<file path="src/conv_geom_pkg.sv">
`default_nettype none

package conv_geom_pkg;

  // Block and kernel geometry
  localparam int ROWS       = 4;
  localparam int KH_MAX     = 5;
  localparam int EDGE_WORDS = KH_MAX / 2;
  localparam int WORD_WIDTH = 8;

  // Room for KH_MAX taps without overflow
  localparam int SUM_WIDTH = WORD_WIDTH + $clog2(KH_MAX);

  // Image limits
  localparam int IM_CIN_MAX    = 8;
  localparam int IM_COLS_MAX   = 16;
  localparam int IM_BLOCKS_MAX = 4;

  // Counter widths
  localparam int BITS_KH     = $clog2(KH_MAX);
  localparam int BITS_KH2    = $clog2((KH_MAX + 1) / 2);
  localparam int BITS_CIN    = $clog2(IM_CIN_MAX);
  localparam int BITS_COLS   = $clog2(IM_COLS_MAX);
  localparam int BITS_BLOCKS = $clog2(IM_BLOCKS_MAX);

  localparam int COLUMN_WORDS    = ROWS + EDGE_WORDS;
  localparam int SHIFT_WORDS     = ROWS + KH_MAX - 1;
  localparam int EDGE_DEPTH      = IM_CIN_MAX * IM_COLS_MAX;
  localparam int EDGE_ADDR_WIDTH = $clog2(EDGE_DEPTH);

endpackage

`default_nettype wire

</file>
<file path="src/conv_stream_pkg.sv">
`default_nettype none

package conv_stream_pkg;

  import conv_geom_pkg::*;

  // Sits in the low bits of the CONFIG beat, kh2 lowest
  typedef struct packed {
    logic [BITS_BLOCKS-1:0] blocks_last;
    logic [BITS_COLS-1:0]   cols_last;
    logic [BITS_CIN-1:0]    cin_last;
    logic [BITS_KH2-1:0]    kh2;
  } conv_cfg_t;

  // Word 0 is the top row
  typedef struct packed {
    logic [COLUMN_WORDS-1:0][WORD_WIDTH-1:0] words;
  } column_t;

  typedef struct packed {
    logic [EDGE_WORDS-1:0][WORD_WIDTH-1:0] words;
  } edge_t;

  typedef struct packed {
    logic [WORD_WIDTH-1:0] tap;
    logic                  first;
    logic                  last;
  } lane_tap_t;

  typedef logic [SUM_WIDTH-1:0] lane_sum_t;

  typedef struct packed {
    lane_sum_t [ROWS-1:0] sums;
  } result_t;

  typedef enum logic [1:0] {
    CONFIG,
    PASS,
    DRAIN
  } streamer_state_e;

endpackage

`default_nettype wire

</file>
<file path="src/edge_ram.sv">
`timescale 1ns/1ps
`default_nettype none

module edge_ram
  import conv_geom_pkg::*, conv_stream_pkg::*;
(
  input  logic                       aclk,
  input  logic                       rd_en,
  input  logic [EDGE_ADDR_WIDTH-1:0] rd_addr,
  output edge_t                      rd_data,
  input  logic                       wr_en,
  input  logic [EDGE_ADDR_WIDTH-1:0] wr_addr,
  input  edge_t                      wr_data
);

  // One entry per channel and column
  edge_t mem [EDGE_DEPTH];

  always_ff @(posedge aclk) begin
    if (wr_en) begin
      mem[wr_addr] <= wr_data;
    end
  end

  // Read data holds until the next rd_en
  always_ff @(posedge aclk) begin
    if (rd_en) begin
      rd_data <= mem[rd_addr];
    end
  end

endmodule

`default_nettype wire

</file>
<file path="src/pixel_streamer.sv">
`timescale 1ns/1ps
`default_nettype none

module pixel_streamer
  import conv_geom_pkg::*, conv_stream_pkg::*;
(
  input  logic                 aclk,
  input  logic                 aresetn,
  input  logic                 s_valid,
  input  logic                 s_last,
  input  column_t              s_data,
  output logic                 s_ready,
  input  logic                 step_en,
  output lane_tap_t [ROWS-1:0] taps,
  output logic                 tap_valid,
  output logic                 group_last
);

  streamer_state_e state_q;
  conv_cfg_t       cfg_q;
  conv_cfg_t       cfg_in;

  logic [$bits(column_t)-1:0] s_bits;

  logic [BITS_KH-1:0]         kh_cnt_q;
  logic [BITS_CIN-1:0]        cin_cnt_q;
  logic [BITS_COLS-1:0]       col_cnt_q;
  logic [BITS_BLOCKS-1:0]     blk_cnt_q;
  logic [EDGE_ADDR_WIDTH-1:0] addr_q;

  logic cin_wrap;
  logic col_wrap;
  logic first_blk;
  logic last_blk;
  logic take_cfg;
  logic take_col;
  logic tap_last;
  logic tap_valid_q;
  logic frame_last_q;
  logic [1:0] fin_q;

  logic [SHIFT_WORDS-1:0][WORD_WIDTH-1:0] shift_q;

  logic  rd_en;
  logic  wr_en;
  edge_t rd_data;
  edge_t wr_data;
  edge_t halo;

  assign s_bits = s_data;
  assign cfg_in = s_bits[$bits(conv_cfg_t)-1:0];

  always_comb begin
    unique case (state_q)
      CONFIG:  s_ready = 1'b1;
      // Next column waits until the current group has shifted out
      PASS:    s_ready = step_en && !tap_valid_q;
      default: s_ready = 1'b0;
    endcase
  end

  assign take_cfg = (state_q == CONFIG) && s_valid;
  assign take_col = (state_q == PASS) && s_valid && s_ready;

  // fin_q counts the two steps from the final tap to the last beat transfer
  always_ff @(posedge aclk) begin
    if (!aresetn) begin
      state_q <= CONFIG;
      fin_q   <= 2'd0;
    end else begin
      unique case (state_q)
        CONFIG: if (s_valid) state_q <= PASS;
        PASS:   if (take_col && s_last) state_q <= DRAIN;
        DRAIN:  if (step_en && fin_q == 2'd2) state_q <= CONFIG;
        default: state_q <= CONFIG;
      endcase
      if (step_en) begin
        if (group_last) begin
          fin_q <= 2'd1;
        end else if (fin_q == 2'd1) begin
          fin_q <= 2'd2;
        end else if (fin_q == 2'd2) begin
          fin_q <= 2'd0;
        end
      end
    end
  end

  always_ff @(posedge aclk) begin
    if (!aresetn) begin
      cfg_q <= '0;
    end else if (take_cfg) begin
      cfg_q <= cfg_in;
    end
  end

  // Channel, column and block counters advance per accepted column
  assign cin_wrap  = cin_cnt_q == cfg_q.cin_last;
  assign col_wrap  = cin_wrap && (col_cnt_q == cfg_q.cols_last);
  assign first_blk = blk_cnt_q == '0;
  assign last_blk  = blk_cnt_q == cfg_q.blocks_last;

  always_ff @(posedge aclk) begin
    if (!aresetn || take_cfg) begin
      cin_cnt_q <= '0;
      col_cnt_q <= '0;
      blk_cnt_q <= '0;
      addr_q    <= '0;
    end else if (take_col) begin
      cin_cnt_q <= cin_wrap ? '0 : cin_cnt_q + 1'b1;
      if (cin_wrap) begin
        col_cnt_q <= (col_cnt_q == cfg_q.cols_last) ? '0 : col_cnt_q + 1'b1;
      end
      if (col_wrap) begin
        blk_cnt_q <= last_blk ? '0 : blk_cnt_q + 1'b1;
      end
      addr_q <= col_wrap ? '0 : addr_q + 1'b1;
    end
  end

  // Read runs ahead, so halo is ready when the column arrives
  assign rd_en         = (state_q == PASS) && !first_blk;
  assign wr_en         = take_col && !last_blk;
  assign wr_data.words = s_data.words[ROWS-1:ROWS-EDGE_WORDS];
  assign halo          = first_blk ? '0 : rd_data;

  edge_ram u_edge_ram (
    .aclk    (aclk),
    .rd_en   (rd_en),
    .rd_addr (addr_q),
    .rd_data (rd_data),
    .wr_en   (wr_en),
    .wr_addr (addr_q),
    .wr_data (wr_data)
  );

  assign tap_last = kh_cnt_q == BITS_KH'(2 * cfg_q.kh2);

  always_ff @(posedge aclk) begin
    if (!aresetn) begin
      tap_valid_q  <= 1'b0;
      kh_cnt_q     <= '0;
      frame_last_q <= 1'b0;
    end else if (step_en) begin
      if (take_col) begin
        tap_valid_q  <= 1'b1;
        kh_cnt_q     <= '0;
        frame_last_q <= s_last;
      end else if (tap_valid_q) begin
        if (tap_last) begin
          tap_valid_q <= 1'b0;
        end
        kh_cnt_q <= kh_cnt_q + 1'b1;
      end
    end
  end

  // Halo on top, then the column
  always_ff @(posedge aclk) begin
    if (take_col) begin
      shift_q <= {s_data.words, halo.words};
    end else if (step_en && tap_valid_q) begin
      shift_q <= shift_q >> WORD_WIDTH;
    end
  end

  always_comb begin
    for (int r = 0; r < ROWS; r++) begin
      taps[r].tap   = shift_q[r + EDGE_WORDS - int'(cfg_q.kh2)];
      taps[r].first = kh_cnt_q == '0;
      taps[r].last  = tap_last;
    end
  end

  assign tap_valid  = tap_valid_q;
  assign group_last = tap_valid_q && tap_last && frame_last_q;

endmodule

`default_nettype wire

</file>
<file path="src/row_accum.sv">
`timescale 1ns/1ps
`default_nettype none

module row_accum
  import conv_stream_pkg::*;
(
  input  logic      aclk,
  input  logic      aresetn,
  input  logic      step_en,
  input  lane_tap_t tap,
  input  logic      tap_valid,
  output lane_sum_t sum,
  output logic      sum_valid
);

  lane_sum_t acc_q;
  lane_sum_t acc_next;

  // A first tap starts a fresh sum
  always_comb begin
    if (tap.first) begin
      acc_next = lane_sum_t'(tap.tap);
    end else begin
      acc_next = acc_q + lane_sum_t'(tap.tap);
    end
  end

  always_ff @(posedge aclk) begin
    if (step_en && tap_valid) begin
      acc_q <= acc_next;
    end
  end

  always_ff @(posedge aclk) begin
    if (step_en && tap_valid && tap.last) begin
      sum <= acc_next;
    end
  end

  // Valid for one step after the last tap
  always_ff @(posedge aclk) begin
    if (!aresetn) begin
      sum_valid <= 1'b0;
    end else if (step_en) begin
      sum_valid <= tap_valid && tap.last;
    end
  end

endmodule

`default_nettype wire

</file>
<file path="src/result_packer.sv">
`timescale 1ns/1ps
`default_nettype none

module result_packer
  import conv_geom_pkg::*, conv_stream_pkg::*;
(
  input  logic                 aclk,
  input  logic                 aresetn,
  input  lane_sum_t [ROWS-1:0] sums,
  input  logic                 sum_valid,
  input  logic                 group_last,
  output logic                 step_en,
  output logic                 m_valid,
  output logic                 m_last,
  output result_t              m_data,
  input  logic                 m_ready
);

  // Final group seen, its sums not yet captured
  logic last_pend_q;

  // Empty, or the held beat leaves this cycle
  assign step_en = !m_valid || m_ready;

  always_ff @(posedge aclk) begin
    if (!aresetn) begin
      m_valid     <= 1'b0;
      m_last      <= 1'b0;
      last_pend_q <= 1'b0;
    end else if (step_en) begin
      m_valid <= sum_valid;
      m_last  <= sum_valid && last_pend_q;
      if (sum_valid) begin
        last_pend_q <= 1'b0;
      end
      if (group_last) begin
        last_pend_q <= 1'b1;
      end
    end
  end

  always_ff @(posedge aclk) begin
    if (step_en && sum_valid) begin
      m_data.sums <= sums;
    end
  end

endmodule

`default_nettype wire

</file>
<file path="src/conv_rows_top.sv">
`timescale 1ns/1ps
`default_nettype none

module conv_rows_top
  import conv_geom_pkg::*, conv_stream_pkg::*;
(
  input  logic    aclk,
  input  logic    aresetn,
  input  logic    s_valid,
  output logic    s_ready,
  input  logic    s_last,
  input  column_t s_data,
  output logic    m_valid,
  input  logic    m_ready,
  output logic    m_last,
  output result_t m_data
);

  lane_tap_t [ROWS-1:0] taps;
  lane_sum_t [ROWS-1:0] lane_sum;
  logic      [ROWS-1:0] lane_valid;
  logic                 tap_valid;
  logic                 group_last;
  logic                 step_en;
  logic                 all_valid;

  pixel_streamer u_streamer (
    .aclk       (aclk),
    .aresetn    (aresetn),
    .s_valid    (s_valid),
    .s_last     (s_last),
    .s_data     (s_data),
    .s_ready    (s_ready),
    .step_en    (step_en),
    .taps       (taps),
    .tap_valid  (tap_valid),
    .group_last (group_last)
  );

  for (genvar r = 0; r < ROWS; r++) begin : g_lane
    row_accum u_lane (
      .aclk      (aclk),
      .aresetn   (aresetn),
      .step_en   (step_en),
      .tap       (taps[r]),
      .tap_valid (tap_valid),
      .sum       (lane_sum[r]),
      .sum_valid (lane_valid[r])
    );
  end

  // Lanes run in lockstep
  assign all_valid = &lane_valid;

  result_packer u_packer (
    .aclk       (aclk),
    .aresetn    (aresetn),
    .sums       (lane_sum),
    .sum_valid  (all_valid),
    .group_last (group_last),
    .step_en    (step_en),
    .m_valid    (m_valid),
    .m_last     (m_last),
    .m_data     (m_data),
    .m_ready    (m_ready)
  );

endmodule

`default_nettype wire

</file>
<file path="config.mk">
export PLATFORM = sky130hd
export DESIGN_NAME = conv_rows_top
export DESIGN_NICKNAME = d
export VERILOG_FILES = /design/src/conv_geom_pkg.sv /design/src/conv_stream_pkg.sv /design/src/edge_ram.sv /design/src/pixel_streamer.sv /design/src/row_accum.sv /design/src/result_packer.sv /design/src/conv_rows_top.sv
export SDC_FILE = /design/constraint.sdc
export NUM_CORES = 2
export LEC_CHECK = 0
export BUFFER_PORTS_ARGS = -buffer_cell sky130_fd_sc_hd__buf_2
export CORE_MARGIN = 2
export CORE_UTILIZATION = 55
export DETAILED_ROUTE_END_ITERATION = 10
export PLACE_DENSITY_LB_ADDON = 0.12
export SLEW_MARGIN = 10
export SYNTH_ARGS = -nofsm -noshare
export SYNTH_HDL_FRONTEND = slang
export SYNTH_SLANG_ARGS = --single-unit
</file>
<file path="constraint.sdc">
create_clock -name aclk -period 4.8 [get_ports aclk]
set_clock_uncertainty 0.05 [all_clocks]
set_input_delay 0.48 -clock aclk [delete_from_list [all_inputs] [get_ports aclk]]
set_output_delay 0.48 -clock aclk [all_outputs]
set_load 0.01 [all_outputs]
</file>
## Word-level counts from Yosys, hierarchy flattened

Memories as Yosys holds them, arrays and structs flattened. A register that Yosys moved wholly into a read port is not among the register bits.
Cells that the tools add are included.
Widths: inputs -> output; s select.

- Bits in registers: 236
- Latch bits: 0
- RAM bits: 2048
- ROM bits: 0
- Output and inout port bits: 47
- Logic and storage cells: 142
- Memories kept: 1

- $add $sub $neg: 13
- Multiply operators: 0
- Div/mod/pow operators: 0
- Magnitude comparators: 4
- Equality and inequality tests: 11
- Shift-type cells: 0
- Multiplexer cells: 40
- Bitwise gates (word level): 0
- Reduce and logical (&&, ||, !) cells: 36

Memory list:

| memory | words | bits a word | rd ports | clocked after memory_dff | write ports | line | RTL |
|---|---|---|---|---|---|---|---|
| u_streamer.u_edge_ram.mem | 128 | 16 | 1 | 1 | 1 | edge_ram.sv:17 | `edge_t mem [EDGE_DEPTH];` |

Operator list:

| cell | number |
|---|---|
| $lt 32x5->1 const B | 4 |
| $mux 64 | 2 |
| $bmux 8 s3 | 4 |
| $mux 8 | 8 |
| $add 11x8->11 | 4 |
| $mux 11 | 4 |
| $mux 16 | 1 |
| $logic_and 1x1->1 | 15 |
| $mux 2 | 7 |
| $reduce_and 2->1 | 6 |
| $mux 3 | 3 |
| $sub 3x2->4 const A | 2 |
| $add 7x1->7 const B | 1 |
| $mux 1 | 7 |
| $mux 7 | 1 |
| $add 3x1->3 const B | 2 |
| $eq 3x3->1 | 2 |
| $pmux 2 s3 | 1 |
| $reduce_bool 2->1 | 3 |
| $sub 2x2->3 const A | 2 |
| $logic_not 1->1 | 5 |
| $add 4x1->4 const B | 1 |
| $eq 2x1->1 const B | 2 |
| $eq 2x2->1 const B | 2 |
| other kinds (12) | 15 |

## Depth between registers and ports, before layout

- Word-level depth: 8
- Gate-level depth with buffers: 17
- Depth with buffers taken out: 12

## Hierarchy

Synthesis repeated with hierarchy kept, for this count alone.

- Cell total of the unflattened synthesis: 4094
- Area total of the unflattened synthesis: 90697.0 um^2

By module, submodules not included:

| module | times used | cells an instance | area each (um^2) | sequential area each (um^2) |
|---|---|---|---|---|
| edge_ram | 1 | 3086 | 78683.0 | 61979.4 |
| pixel_streamer | 1 | 550 | 5696.7 | 2642.5 |
| row_accum | 4 | 100 | 1214.9 | 680.7 |
| result_packer | 1 | 57 | 1448.9 | 1381.3 |
| conv_rows_top | 1 | 1 | 8.8 | 0.0 |

## Least setup slack after synthesis

Ideal clock, no wire load.

- Path type: register -> register
- Start: reg u_streamer.cfg_q[0] in the netlist's numbering
- End: reg g_lane[2].u_lane.acc_q[10], data pin
- Setup time: 270 ps
- Arrival time: 4133 ps
- Setup slack: 347 ps
- Stages on the path, launching flop included: 18
- Cell sequence: dfxtp_1 -> buf_2 -> buf_2 -> buf_2 -> inv_1 -> ha_1 -> clkbuf_1 -> buf_1 -> mux4_2 -> ha_1 -> inv_1 -> fa_1 -> nor2b_1 -> o21ai_0 -> a21boi_0 -> o211ai_1 -> a21oi_1 -> or3_1

- Word-level cells in the longest chain between the ends: 6

Ends and longest elaborated chain:

| element | line | RTL |
|---|---|---|
| start, declared | pixel_streamer.sv:20 | `conv_cfg_t cfg_q;` |
| start signal, assigned | pixel_streamer.sv:93 | `cfg_q <= cfg_in;` |
| $sub 3x2->4 | pixel_streamer.sv:169 | `taps[r].tap = shift_q[r + EDGE_WORDS - int'(cfg_q.kh2)];` |
| $bmux 8 s3 | pixel_streamer.sv:169 |  |
| $mux 8 (implied by the code) (2 in series) | pixel_streamer.sv:169 |  |
| $add 11x8->11 | row_accum.sv:24 | `acc_next = acc_q + lane_sum_t'(tap.tap);` |
| $mux 11 | row_accum.sv:21 | `if (tap.first) begin` |
| named net g_lane[2].u_lane.acc_next[10] | row_accum.sv:17 | `lane_sum_t acc_next;` |
| end signal, assigned | row_accum.sv:30 | `acc_q <= acc_next;` |
| end, declared | row_accum.sv:16 | `lane_sum_t acc_q;` |

The timed path passes the listed nets, and every way through them passes these cells. The select of a mux whose other input is x is not followed.
A chain may end at the register's enable or synchronous reset.

## Worst setup path after layout

- Start: reg u_streamer.cfg_q[0] in the netlist's numbering
- End: reg g_lane[1].u_lane.sum[10], data pin

- Word-level cells in the longest chain between the ends: 6

Ends and longest elaborated chain:

| element | line | RTL |
|---|---|---|
| $sub 2x2->3 | pixel_streamer.sv:169 |  |
| $bmux 8 s3 | pixel_streamer.sv:169 |  |
| $mux 8 (implied by the code) (2 in series) | pixel_streamer.sv:169 |  |
| $add 11x8->11 | row_accum.sv:24 |  |
| $mux 11 | row_accum.sv:21 |  |
| named net g_lane[1].u_lane.acc_next[10] | row_accum.sv:17 |  |
| end signal, assigned | row_accum.sv:36 | `sum <= acc_next;` |
| end, declared | row_accum.sv:12 | `output lane_sum_t sum,` |

The timed path passes the listed nets, and every way through them passes these cells. The select of a mux whose other input is x is not followed.

==> flow_metrics.env <==
export IMPL_highest_layer="met5"
export IMPL_path_common_cell="a21oi_1"
export IMPL_syn_to_final_growth_pct=13.0
export IMPL_antenna_left=0
export IMPL_wl_met1_microns=95500
export IMPL_path_cells="buf_4, mux2_2, nor2_1, a21oi_1, fa_1, a21o_1, a21oi_1, o21bai_1, a2111oi_0, or4_1, a21oi_1"
export IMPL_crit_slowest_cell="a2111oi_0"
export IMPL_crit_type="register to register"
export IMPL_finalCritPeriodShare_pct=81.1
export IMPL_rsz0062_at_grt="no"
export IMPL_netlist_instances=4824
export IMPL_vias=47076
export IMPL_synth_area_per_cell_sq_um=18.9
export IMPL_p_leak_nw=32.0
export IMPL_seq_area_frac_synth_pct=75.3
export IMPL_dp_cells=7092
export IMPL_antenna_found_initial=5
export IMPL_clk_pin_slew_ns=0.06
export IMPL_io_buffers=99
export IMPL_ys_async_sr_fraction_pct=0
export IMPL_synth_cell_types=58
export IMPL_start_kind="register"
export IMPL_arrival_ns=4.39
export IMPL_fin_crit_ns=3.89
export IMPL_cts_sinks=2300
export IMPL_ys_warn_count=0
export IMPL_tns_ns=0
export IMPL_setup_violations=0
export IMPL_synth_area_top_cells="edfxtp_1 74%, mux4_2 8.8%, mux2i_1 4.6%"
export IMPL_htreeDepth=4
export IMPL_dr_wl_met2_microns=105000
export IMPL_whs_ns=0.0470
export IMPL_critical_path_max_stage_delay_ns=0.77
export IMPL_final_cell_area_sq_mm=0.103
export IMPL_core_area_sq_mm=0.165
export IMPL_dp_hpwl_microns=134000
export IMPL_drive_gt1_share_pct=20.6
export IMPL_hold_violations=0
export IMPL_cts_max_path_buffers=3
export IMPL_required_ns=5.30
export IMPL_initial_core_util_pct=55.3
export IMPL_pre_cts_ws_ns=1.01
export IMPL_synth_common_cells="2260 x edfxtp_1, 417 x mux2i_1, 358 x mux4_2, 315 x nand2_1, 189 x nor2_1"
export IMPL_r2r_slack_ns=0.91
export IMPL_first_global_vias=46367
export IMPL_gp_congestion=0.848
export IMPL_ir_worst_vdd_mv=0.378
export IMPL_drc=0
export IMPL_dr_pass1_iters=5
export IMPL_io_pins=100
export IMPL_fmax_mhz=257
export IMPL_cap_violations=0
export IMPL_dieArea_sq_mm=0.169
export IMPL_fin_util_pct=62.5
export IMPL_drt_iter0_drc=5568
export IMPL_hp_class="input port to register"
export IMPL_grt_ovfl_total=0
export IMPL_synthesis_area_sq_mm=0.0912
export IMPL_placed_area_sq_mm=0.0954
export IMPL_status="complete, no violations"
export IMPL_fin_nets=5275
export IMPL_tightest_slew_ns=1.19
export IMPL_route_met3_wl_microns=17300
export IMPL_maxSlewViolCount=0
export IMPL_finalNonFillerCells=7562
export IMPL_die_h_microns=411
export IMPL_clk_latency_ns=0.88
export IMPL_drt_total_wl_microns=224000
export IMPL_post_cts_buffers=0
export IMPL_routedWlPerCell_microns=29.6
export IMPL_pwr_density_cell_mw_per_mm2=396
export IMPL_max_slew_margin_pct=20.1
export IMPL_grt_pass1_wl_microns=324000
export IMPL_syn_nets=4923
export IMPL_grt_usage_pct=26.6
export IMPL_synth_seq_cells=2300
export IMPL_synth_top_area_share_pct=74.4
export IMPL_worstSetupEndpointType="register"
export IMPL_yosys_area_top_type="edfxtp_1"
export IMPL_synth_edf_count=2260
export IMPL_ys_flop_type="edfxtp_1"
export IMPL_yosysMostFrequentCell="edfxtp_1"
export IMPL_p_total_mw=40.8
export IMPL_rows=149
export IMPL_die_w_microns=411
export IMPL_cts_buffers=224
export IMPL_cts_tree="built"
export IMPL_path_max_fanout=35
export IMPL_avgViaCountPerCell=6.23
export IMPL_timing_final_ws_setup_ns=0.909
export IMPL_cts_root_buf="clkbuf_16"
export IMPL_grt_max_degree=110
## layout make-up
| cell class | count | area, sq um |
|---|---|---|
| Fill cell | 11536 | 61800 |
| Timing Repair Buffer | 400 | 3160 |
| Inverter | 31 | 116 |
| Tap cell | 2189 | 2740 |
| Sequential cell | 2300 | 68700 |
| Clock inverter | 141 | 1290 |
| Antenna cell | 1 | 2.50 |
| Multi-Input combinational cell | 2219 | 21100 |
| Clock buffer | 281 | 5840 |
## what timing repair did
| item | in CTS | in global routing |
|---|---|---|
| hold endpoints to repair | 96 | 0 |
| hold buffers | 47 | 0 |
| gates resized for setup | 0 | 0 |
## kinds of logic after synthesis
family,Yosys count,share of synthesized area [%]
flip-flops,2300,75.3
AND/OR/NAND/NOR,822,4.22
multiplexers,815,13.9
AO/OA/AOI/OAI,501,3.95
buffers and inverters,305,1.59
adder cells (fa/ha/maj),46,0.664
XOR/XNOR,35,0.336
## cells in the final DEF, fill, tap and decap left out, types with 46 or more instances in the layout
cell	n
mux2i_1	417
nand3_1	123
buf_2	83
nand2_1	312
clkbuf_16	224
clkbuf_1	55
clkinv_1	59
edfxtp_1	2260
buf_4	250
a221oi_1	48
a21oi_1	92
a211oi_1	49
mux4_2	358
clkinv_2	46
a22oi_1	146
nor2b_1	48
a22o_1	63
nor2_1	188
dlygate4sd3_1	47
## state kept, by name, indices dropped and copies added, names as in the netlist, 3 cells and up
| signal | count |
|---|---|
| u_streamer.u_edge_ram.mem | 2048 |
| u_streamer.shift_q | 64 |
| g_lane.u_lane.acc_q | 44 |
| g_lane.u_lane.sum | 44 |
| u_packer.m_data | 44 |
| u_streamer.u_edge_ram.rd_data | 16 |
| u_streamer.cfg_q | 11 |
| u_streamer.addr_q | 7 |
| u_streamer.col_cnt_q | 4 |
| u_streamer.cin_cnt_q | 3 |
| u_streamer.kh_cnt_q | 3 |
## worst paths after layout
kind | startpoint | end | cells past startpoint
worst max register to register | u_streamer.cfg_q[0] | g_lane[1].u_lane.sum[10] | 11
worst min register to register | g_lane[0].u_lane.sum[4] | u_packer.m_data[4] | 0
worst max-delay path | u_streamer.cfg_q[0] | g_lane[1].u_lane.sum[10] | 11
worst min-delay path | s_data[25] | u_streamer.u_edge_ram.mem[27][9] | 1
## worst max-delay path, delay by kind of cell, from the launching register on
| family | cells | cell delay [ns] |
|---|---|---|
| flops | 1 | 0.39 |
| buf+inv | 1 | 0.46 |
| fa+ha+maj | 1 | 0.45 |
| simple gates | 2 | 0.32 |
| mux | 1 | 0.41 |
| compound gates | 6 | 1.49 |
## metal layers
layer	up-vias	track usage, %
met1	24541	39.9
met3	302	4.19
met4	4	7.66
met5	-	0
met2	1997	40.8
li1	20232	-
## where the power goes
group / internal, mW / switching (mW) / total [mW] / leakage [nW]
sequential: 22.2 / 0.0751 / 22.3 / 20.7
clock: 9.33 / 7.59 / 16.9 / 3.46
combinational: 0.567 / 1.07 / 1.63 / 7.84
Power figures use the tool's default switching activity.
